$ cat config.mk
export PLATFORM = sky130hd
export DESIGN_NAME = upstream_processor_top
export DESIGN_NICKNAME = d
export VERILOG_FILES = /design/src/hw/risk_ctrl_pkg.sv /design/src/hw/risk_order_pkg.sv /design/src/hw/client_ram.sv /design/src/hw/upstream_ctrl.sv /design/src/hw/upstream_processor_top.sv
export VERILOG_INCLUDE_DIRS = /design/src /design/src/hw
export SDC_FILE = /design/constraint.sdc
export NUM_CORES = 2
export LEC_CHECK = 0
export ABC_CLOCK_PERIOD_IN_PS = 12100
export BUFFER_PORTS_ARGS = -buffer_cell sky130_fd_sc_hd__buf_2
export CAP_MARGIN = 20
export CORE_MARGIN = 5
export CORE_UTILIZATION = 35
export DETAILED_ROUTE_END_ITERATION = 16
export GPL_TIMING_DRIVEN = 0
export PLACE_DENSITY = 0.5
export RECOVER_POWER = 50
export SLEW_MARGIN = 15
export SYNTH_ARGS = -nofsm -noshare
export SYNTH_HDL_FRONTEND = slang
export SYNTH_SLANG_ARGS = --single-unit
export TNS_END_PERCENT = 5
$ cat constraint.sdc
create_clock -name clk -period 12.1 [get_ports clk]
set_clock_uncertainty 0.2 [all_clocks]
set_input_delay 1.815 -clock clk [delete_from_list [all_inputs] [get_ports clk]]
set_output_delay 1.815 -clock clk [all_outputs]
set_load 0.005 [all_outputs]
$ cat src/hw/risk_defines.svh
// sizes shared by the client tables and the order path
// client bits and table depth must agree (depth is 2**bits)
// amounts are unsigned and sums are assumed to fit in one extra bit
`ifndef RISK_DEFINES_SVH
`define RISK_DEFINES_SVH

// client index width
`define RISK_CLIENT_BITS 5

// order volume and limit width
`define RISK_AMOUNT_BITS 32

// entries per table, one per client
`define RISK_CLIENTS 32

`endif

$ cat src/hw/risk_ctrl_pkg.sv
// control side types for the upstream controller
// state code 2'd3 is unused and falls back to idle
`default_nettype none

package risk_ctrl_pkg;

  // controller walk per request
  typedef enum logic [1:0] {
    ST_IDLE   = 2'd0, // waiting for a strobe
    ST_READ   = 2'd1, // address at both tables
    ST_DECIDE = 2'd2  // read data back, decide and write
  } ctrl_state_t;

  // what the captured strobe asked for
  typedef enum logic [0:0] {
    REQ_ORDER = 1'b0, // check order against limit
    REQ_MAX   = 1'b1  // rewrite limit only
  } req_kind_t;

endpackage

`default_nettype wire

$ cat src/hw/risk_order_pkg.sv
// order side types used by both tables and the controller
// widths follow the defines header
// ledger entry packs accumulated volume above the trading maximum
`default_nettype none
`include "risk_defines.svh"

package risk_order_pkg;

  // client index into either table
  typedef logic [`RISK_CLIENT_BITS-1:0] client_id_t;

  // order volume, limit or cancelled total
  typedef logic [`RISK_AMOUNT_BITS-1:0] amount_t;

  // one ledger row per client
  typedef struct packed {
    amount_t accumulated;  // volume passed so far
    amount_t max_to_trade; // client limit
  } ledger_entry_t;

endpackage

`default_nettype wire

$ cat src/hw/client_ram.sv
// per-client table with one write port and one registered read port on one clock
// read data follows the address by one cycle
// entries not written since reset read back as zero
// write and read of the same entry in one cycle returns the old data
`timescale 1ns/1ps
`default_nettype none
`include "risk_defines.svh"

module client_ram #(
  parameter type payload_t = risk_order_pkg::amount_t
) (
  input  wire                             clk,
  input  wire                             arst_n,
  input  wire                             wr_en,
  input  wire risk_order_pkg::client_id_t wr_addr,
  input  wire payload_t                   wr_data,
  input  wire risk_order_pkg::client_id_t rd_addr,
  output payload_t                        rd_data
);

  // storage itself holds no reset state
  payload_t mem [`RISK_CLIENTS];

  // set on first write to an entry
  logic [`RISK_CLIENTS-1:0] valid;

  // valid bits are the only state that reset touches
  always_ff @(posedge clk or negedge arst_n)
  begin
    if (!arst_n)
    begin
      valid <= '0; // every entry reads as zero
    end
    else if (wr_en)
    begin
      valid[wr_addr] <= 1'b1;
    end
  end

  // write port
  always_ff @(posedge clk)
  begin
    if (wr_en)
    begin
      mem[wr_addr] <= wr_data;
    end
  end

  // registered read, sees contents from before this edge
  always_ff @(posedge clk)
  begin
    if (valid[rd_addr])
    begin
      rd_data <= mem[rd_addr];
    end
    else
    begin
      rd_data <= '0; // never written
    end
  end

endmodule

`default_nettype wire

$ cat src/hw/upstream_ctrl.sv
// request capture, table lookup and risk decision for the upstream gate
// one request in flight and a strobe arriving while busy is dropped
// new_order and new_max are assumed mutually exclusive
// volume plus amount and limit plus cancelled must each fit in 33 bits
`timescale 1ns/1ps
`default_nettype none
`include "risk_defines.svh"

module upstream_ctrl (
  input  wire                                clk,
  input  wire                                arst_n,
  input  wire                                new_order,
  input  wire                                new_max,
  input  wire risk_order_pkg::client_id_t    client_id,
  input  wire risk_order_pkg::amount_t       amount,
  input  wire risk_order_pkg::ledger_entry_t ledger_rd,
  input  wire risk_order_pkg::amount_t       cancelled,
  output risk_order_pkg::client_id_t         lookup_client,
  output logic                               ledger_we,
  output risk_order_pkg::ledger_entry_t      ledger_wr,
  output logic                               order_accepted,
  output logic                               order_rejected,
  output logic                               max_updated,
  output logic                               busy
);
  import risk_order_pkg::*;
  import risk_ctrl_pkg::*;

  // one guard bit above the amount width
  localparam int unsigned SUM_BITS = `RISK_AMOUNT_BITS + 1;

  ctrl_state_t state;
  ctrl_state_t state_nxt;

  // captured request
  req_kind_t  kind_q;
  client_id_t client_q;
  amount_t    amount_q; // payload, no reset

  logic                take_req;
  logic                decide;
  logic                is_order;
  logic [SUM_BITS-1:0] exposure; // accumulated plus order
  logic [SUM_BITS-1:0] headroom; // max plus cancelled
  logic                risk_ok;
  amount_t             acc_nxt;

  // only an idle controller listens
  assign take_req = (state == ST_IDLE) && (new_order || new_max);

  always_ff @(posedge clk or negedge arst_n)
  begin
    if (!arst_n)
    begin
      state <= ST_IDLE;
    end
    else
    begin
      state <= state_nxt;
    end
  end

  always_comb
  begin
    state_nxt = state;
    case (state)
      ST_IDLE:
      begin
        if (take_req)
        begin
          state_nxt = ST_READ;
        end
      end
      ST_READ:   state_nxt = ST_DECIDE; // address sits at both tables
      ST_DECIDE: state_nxt = ST_IDLE;   // write lands on this edge
      default:   state_nxt = ST_IDLE;
    endcase
  end

  // client and kind reset so the lookup address is known when idle
  always_ff @(posedge clk or negedge arst_n)
  begin
    if (!arst_n)
    begin
      client_q <= '0;
      kind_q   <= REQ_ORDER;
    end
    else if (take_req)
    begin
      client_q <= client_id;
      kind_q   <= new_max ? REQ_MAX : REQ_ORDER;
    end
  end

  always_ff @(posedge clk)
  begin
    if (take_req)
    begin
      amount_q <= amount;
    end
  end

  // same index reads ledger and cancel table and writes the ledger
  assign lookup_client = client_q;

  assign busy     = (state != ST_IDLE); // cycles 1 and 2
  assign decide   = (state == ST_DECIDE);
  assign is_order = (kind_q == REQ_ORDER);

  // accumulated + amount - cancelled <= max
  // cancelled moved to the right side so nothing wraps below zero
  assign exposure = {1'b0, ledger_rd.accumulated} + {1'b0, amount_q};
  assign headroom = {1'b0, ledger_rd.max_to_trade} + {1'b0, cancelled};
  assign risk_ok  = (exposure <= headroom);

  // new volume, top bit dropped by the size assumption
  assign acc_nxt = exposure[`RISK_AMOUNT_BITS-1:0];

  // exactly one of these in the decide cycle
  assign order_accepted = decide && is_order && risk_ok;
  assign order_rejected = decide && is_order && !risk_ok;
  assign max_updated    = decide && !is_order;

  // failed order leaves the row alone
  assign ledger_we = order_accepted || max_updated;

  // start from the row as read and change one field
  always_comb
  begin
    ledger_wr = ledger_rd;
    if (is_order)
    begin
      ledger_wr.accumulated = acc_nxt;
    end
    else
    begin
      ledger_wr.max_to_trade = amount_q; // accumulated kept
    end
  end

endmodule

`default_nettype wire

$ cat src/hw/upstream_processor_top.sv
// pre-trade risk gate for up to 32 clients
// cancel table is owned downstream and written through the cxl ports at any time
// request strobes while busy are dropped and there is no back-pressure
// accumulated and max_to_trade are for observation and meaningful in the result cycle
`timescale 1ns/1ps
`default_nettype none

module upstream_processor_top (
  input  wire                             clk,
  input  wire                             arst_n,
  input  wire                             new_order,
  input  wire                             new_max,
  input  wire risk_order_pkg::client_id_t client_id,
  input  wire risk_order_pkg::amount_t    amount,
  input  wire                             cxl_write,
  input  wire risk_order_pkg::client_id_t cxl_client,
  input  wire risk_order_pkg::amount_t    cxl_total,
  output logic                            order_accepted,
  output logic                            order_rejected,
  output logic                            max_updated,
  output logic                            busy,
  output risk_order_pkg::amount_t         accumulated,
  output risk_order_pkg::amount_t         max_to_trade
);
  import risk_order_pkg::*;

  client_id_t    lookup_client; // shared table index
  ledger_entry_t ledger_rd;
  ledger_entry_t ledger_wr;
  logic          ledger_we;
  amount_t       cancelled;     // cancel table read data

  // volume and limit per client, written only by the controller
  client_ram #(
    .payload_t(ledger_entry_t)
  ) ledger_ram (
    .clk     (clk),
    .arst_n  (arst_n),
    .wr_en   (ledger_we),
    .wr_addr (lookup_client),
    .wr_data (ledger_wr),
    .rd_addr (lookup_client),
    .rd_data (ledger_rd)
  );

  // absolute cancelled total per client
  client_ram #(
    .payload_t(amount_t)
  ) cancel_ram (
    .clk     (clk),
    .arst_n  (arst_n),
    .wr_en   (cxl_write), // not blocked by busy
    .wr_addr (cxl_client),
    .wr_data (cxl_total),
    .rd_addr (lookup_client),
    .rd_data (cancelled)
  );

  upstream_ctrl ctrl (
    .clk            (clk),
    .arst_n         (arst_n),
    .new_order      (new_order),
    .new_max        (new_max),
    .client_id      (client_id),
    .amount         (amount),
    .ledger_rd      (ledger_rd),
    .cancelled      (cancelled),
    .lookup_client  (lookup_client),
    .ledger_we      (ledger_we),
    .ledger_wr      (ledger_wr),
    .order_accepted (order_accepted),
    .order_rejected (order_rejected),
    .max_updated    (max_updated),
    .busy           (busy)
  );

  // row as read in the decide cycle
  assign accumulated  = ledger_rd.accumulated;
  assign max_to_trade = ledger_rd.max_to_trade;

endmodule

`default_nettype wire

# ---- Word-level counts from Yosys, hierarchy flattened
# Memory sizes are Yosys's and may differ from the RTL's. A register that Yosys moved wholly into a read port is not among the register bits.
# Cells that the tools add are included.
dict set report totals {
  elab_cells 52
  mem_bits_rw 3072
  register_bits 104
  memories 2
  in_bits 79
  out_inout_bits 68
}
dict set report op_classes {
  add_sub_neg 2
  reduce_logical 14
  n_lt_le_gt_ge 5
  n_mux 17
  bitwise_logic 3
  eq_ne 3
}
# name depth width read_ports rd_ports_with_merged_regs wr line
set mem_list {}
lappend mem_list {ledger_ram.mem 32 64 1 1 1 client_ram.sv:22} ;# payload_t mem [`RISK_CLIENTS];
lappend mem_list {cancel_ram.mem 32 32 1 1 1 client_ram.sv:22}
# op count
set ops {}
lappend ops {{$add A32 B32 Y33} 2}
lappend ops {{$mux W32} 2}
lappend ops {{$or A32 B32 Y32} 2}
lappend ops {{$le A33 B33 Y1} 1}
lappend ops {{$lt A5 B6 Y1 const B} 2}
lappend ops {{$bmux W1 S5} 2}
lappend ops {{$demux W1 S5} 2}
lappend ops {{$ge A5 B1 Y1 const B} 2}
lappend ops {{$mux W1} 9}
lappend ops {{$logic_and A1 B1 Y1} 7}
lappend ops {{$pmux W2 S2} 1}
lappend ops {{$logic_not A1 Y1} 3}
lappend ops {{$eq A2 B1 Y1 const B} 1}
lappend ops {{$eq A2 B2 Y1 const B} 1}
lappend ops {{$logic_not A2 Y1} 1}
lappend ops {{$logic_or A1 B1 Y1} 2}
lappend ops {{$mux W2} 1}
lappend ops {{$ne A2 B1 Y1 const B} 1}
lappend ops {{$reduce_bool A2 Y1} 1}
lappend ops {{$not A1 Y1} 1}

# ---- Depth between registers and ports, before layout
dict set report logic_depth {
  depth_word 6
  ltp_mapped 21
  mapped_depth_nobuf 20
}

# ---- Cells and area by module
# Synthesis repeated with hierarchy kept, for this count alone.
dict set report unflattened {
  cells_unflattened 6721
  hier_area_um2 129495.4
}
# mod seq_area_each_um2 n_inst area_each_um2 cells_each
set by_module_without_submodules {}
lappend by_module_without_submodules {{client_ram at ledger_ram} 63581.0 1 81899.8 3962}
lappend by_module_without_submodules {{client_ram at cancel_ram} 32190.9 1 41586.1 2087}
lappend by_module_without_submodules {upstream_ctrl 1161.1 1 6009.5 672}

# ---- Worst setup path before layout
# OpenSTA, ideal clock, no wires.
dict set report synth_path {
  kind {flip-flop to flip-flop}
  start {register, netlist name ledger_ram.rd_data[0]}
  end {memory ledger_ram.mem[4][0] (netlist name) (enable)}
  synth_period_minus_slack_ns 11.146
  n_path_buf 1
  t_arrival_ns 10.302
  slack_ns 0.954
  stages_incl_launch_ff 21
  t_required_ns 11.256
  setup_time_ns 0.644
  path_cell_list {dfxtp_1 ha_1 inv_1 fa_1 nor2b_1 o2111ai_1 a21boi_0 a311oi_1 o21ai_1 o2111ai_2 a31oi_1 xnor2_1 ha_1 and3_1 a221o_1 a221oi_1 o21a_1 o311ai_1 a21o_1 clkbuf_1 nor4_1}
}
dict set report synth_between {
  elab_chain_len 6
}
# item line
set synth_rtl {}
lappend synth_rtl {{$add A32 B32 Y33} upstream_ctrl.sv:113} ;# assign headroom = {1'b0, ledger_rd.max_to_trade} + {1'b0, cancelled};
lappend synth_rtl {{$le A33 B33 Y1} upstream_ctrl.sv:114} ;# assign risk_ok = (exposure <= headroom);
lappend synth_rtl {{$logic_and A1 B1 Y1} upstream_ctrl.sv:120} ;# assign order_accepted = decide && is_order && risk_ok;
lappend synth_rtl {{$logic_or A1 B1 Y1} upstream_ctrl.sv:125} ;# assign ledger_we = order_accepted || max_updated;
lappend synth_rtl {{$mux W1} client_ram.sv:43} ;# if (wr_en)
lappend synth_rtl {{$mux W1 (not written as such)} client_ram.sv:45} ;# mem[wr_addr] <= wr_data;
lappend synth_rtl {{end: declaration} client_ram.sv:22}
# No other way between the ends.

# ---- Final worst setup path
dict set report layout_path {
  start {register, netlist name ledger_ram.rd_data[1]}
  end {output port order_accepted}
}
dict set report layout_between {
  elab_chain_len 3
}
# item line
set layout_rtl {}
lappend layout_rtl {{$add A32 B32 Y33} upstream_ctrl.sv:113}
lappend layout_rtl {{$le A33 B33 Y1} upstream_ctrl.sv:114}
lappend layout_rtl {{$logic_and A1 B1 Y1} upstream_ctrl.sv:120}
lappend layout_rtl {{end: declaration} upstream_processor_top.sv:18} ;# output logic order_accepted,
# No other way between the ends.

==> impl_metrics.tcl <==
set metrics [dict create \
    timing.fmax_mhz 106 \
    yosysMostFrequentCell "edfxtp_1" \
    worstPathArrival_ps 7390 \
    cp_cell_sequence "inv_1 -> fa_1 -> nor2b_1 -> o2111ai_1 -> a21boi_0 -> a311oi_1 -> o21ai_1 -> o2111ai_2 -> a31oi_1 -> xnor2_1 -> ha_1 -> and3_1 -> a221o_1 -> a221oi_1 -> o21a_1 -> a21boi_0 -> o21a_1 -> buf_2" \
    slew_violations 518 \
    synthCells 5675 \
    drive_gt1_share_pct 30.6 \
    hold_slack_ps 259 \
    startpoint_type "flop" \
    end_kind "output port" \
    fp-row-count 220 \
    p_leak_nw 48.2 \
    peakVddDrop_mv 0.133 \
    multi_input_area_mm2 0.0276 \
    grt_max_degree 65 \
    cp_top_family "compound AO/OA/AOI/OAI gates" \
    slowest_stage "dfxtp_1" \
    hold_class "reg -> reg" \
    ys_seq_area_share_pct 77.2 \
    rrSetupSlack_ps 3340 \
    fill_cells 31515 \
    timing.final.crit_share_pct 77.7 \
    cts-hold-fix-buffers 0 \
    syn_nets 5853 \
    ys_async_sr_fraction_pct 2.20 \
    grt_usage_pct 24.9 \
    vias 70032 \
    clk_pin_slew_worst_paths_ps 60 \
    routed_wl_um 473000 \
    violations "capacitance limit, slew limit" \
    globalplace.congestion 0.901 \
    cts_tree "yes" \
    clk_path_buf_depth 4 \
    grt_pass1_wl_um 625000 \
    clock_latency_ps 950 \
    antenna_found_initial 81 \
    syn_to_final_growth_pct 18.6 \
    slew_headroom_pct -139 \
    synth_top_area_share_pct 74.2 \
    ios 147 \
    rsz0062_at_grt "false" \
    die-area_mm2 0.371 \
    dieHeight_um 609 \
    synth_commonest_cells "3104 x edfxtp_1, 784 x mux4_2, 197 x a22oi_1" \
    start_util_pct 35.1 \
    numPortBuffers 146 \
    cts_sinks 3272 \
    outcome "finished, violations left" \
    cts_resized 0 \
    drc 0 \
    ff_latch_area_mm2 0.0969 \
    fp.dieW_um 609 \
    worstPathMaxFanout 5 \
    max_cap_violations 33 \
    ant_nets 0 \
    synth_area_per_cell_um2 22.1 \
    crit_path_max_incr_delay_ps 830 \
    drtPass1Iterations 6 \
    final-setup-viol-count 0 \
    power.density_mw_per_mm2 246 \
    core_mm2 0.358 \
    synthFlopType "edfxtp_1" \
    root_buffer "clkbuf_16" \
    viasPerCell 5.95 \
    hpwl_um 334000 \
    wl_per_cell_um 40.2 \
    critPathRequiredTime_ps 10090 \
    tns_ps 0 \
    ys_ff_latch 3272 \
    ys_warn_count 0 \
    synth-edff-count 3104 \
    cts_buffers 349 \
    layout_min_cycle_time_ps 9400 \
    worstMarginPinSlew_ps 3590 \
    gr-total-overflow 0 \
    first_iter_violations 10470 \
    synthTopCellsByArea "edfxtp_1 74%, mux4_2 14%, dfxtp_1 1.5%" \
    grt_pass1_vias 67930 \
    crit_buf_inv 2 \
    design_power_total_mw 36.6 \
    synth_cell_types 70 \
    yosysTopAreaCell "edfxtp_1" \
    critPathKind "reg -> out" \
    report.final.hold_viol_count 0 \
    nNetsFinal 6836 \
    postCtsSetupRepairBufs 0 \
    htree_levels 5 \
    syn_area_mm2 0.126 \
]
## cell usage in the layout, fill, tap and decap left out, drive strengths merged, types with 31 or more instances in the layout
master  instances
edfxtp       3104
mux4          784
clkbuf        780
buf           650
a22oi         197
clkinv        111
a31oi         105
a221oi        102
a22o           99
ha             97
dfxtp          96
nor2           81
nand2          72
dfrtp          72
a21oi          57
mux2           52
a21o           44
diode          42
or2            37
o21ai          35
xnor2          33
a31o           33
nor3           32
inv            31
## where the power goes
part	internal [mW]	switching (mW)	total, mW	leakage, nW
registers	14.0	0.434	14.4	29.9
clock network	6.11	4.53	10.6	5.47
logic	3.98	7.62	11.6	12.8
total	24.1	12.6	36.6	48.2
## final cells by class
| class | count | area share (%) |
|---|---|---|
| Buffer | 316 | 0.966 |
| Clock buffer | 482 | 6.47 |
| Inverter | 18 | 0.0453 |
| Timing Repair Buffer | 632 | 3.82 |
| Clock inverter | 163 | 1.09 |
| Tap cell | 4773 | 4.01 |
| Sequential cell | 3272 | 65.0 |
| Multi-Input combinational cell | 2069 | 18.5 |
| Antenna cell | 42 | 0.0705 |
## cell families after synthesis
family,synth area share (%)
flip-flops,77.2
multiplexers,14.5
AO/OA/AOI/OAI,4.45
AND/OR/NAND/NOR,1.38
buffers and inverters,1.10
adder cells (fa/ha/maj),0.998
XOR/XNOR,0.390
## per-layer routing
layer  vias to the layer above  global-route usage (%)  wire length, um
met5                         -                       0              118
met4                        16                    9.58            20500
met3                       751                    4.77            45000
met2                      4062                    39.1           220000
met1                     38737                    34.6           188000
li1                      26466                       -                -
## state kept, by name (all words and copies together) (netlist names)
signal              count
cancel_ram.mem       1024
cancel_ram.rd_data     32
cancel_ram.valid       32
ctrl.amount_q          32
ctrl.kind_q             1
ctrl.lookup_client      5
ctrl.state              2
ledger_ram.mem       2048
ledger_ram.rd_data     64
ledger_ram.valid       32
## final timing paths
check | end | cells past startpoint | start
max | order_accepted | 18 | ledger_ram.rd_data[1]$_SDFF_PN0_
min in group asynchronous | ctrl.state[0]$_DFFE_PN0P_ | 1 | arst_n
min reg2reg | cancel_ram.valid[16]$_DFFE_PN0P_ | 1 | cancel_ram.valid[16]$_DFFE_PN0P_
max in group asynchronous | cancel_ram.valid[31]$_DFFE_PN0P_ | 2 | arst_n
min | cancel_ram.valid[16]$_DFFE_PN0P_ | 1 | cancel_ram.valid[16]$_DFFE_PN0P_
max reg2reg | ledger_ram.mem[2][32]$_DFFE_PP_ | 24 | ledger_ram.rd_data[1]$_SDFF_PN0_
## through the flow
step	setup WS, ps	area, um^2	utilization, %	std cells
after floorplan	954	126000	-	5675
after global placement	-15220	132000	36.9	10594
after detailed placement	3470	139000	38.9	11075
after CTS	2630	151000	42.0	11720
after global routing	2590	149000	41.6	11727
final	2700	149000	41.6	11767
## worst reg2reg max path, cell delays in order, from the launching register on
cell and delay (ps):
dfxtp_1 830, inv_1 240, fa_1 500, nor2b_1 190, o2111ai_1 160, a21boi_0 620, a311oi_1 260, o21ai_1 410
o2111ai_2 220, a31oi_1 430, xnor2_1 130, ha_1 320, and3_1 160, a221o_1 350, a221oi_1 380, o21a_1 210
o311ai_1 150, a21o_1 310, clkbuf_1 340, nor3_2 830, buf_6 280, buf_4 240, buf_4 230, buf_4 250
buf_6 170
No activity file was read; power rests on OpenSTA's default activity.
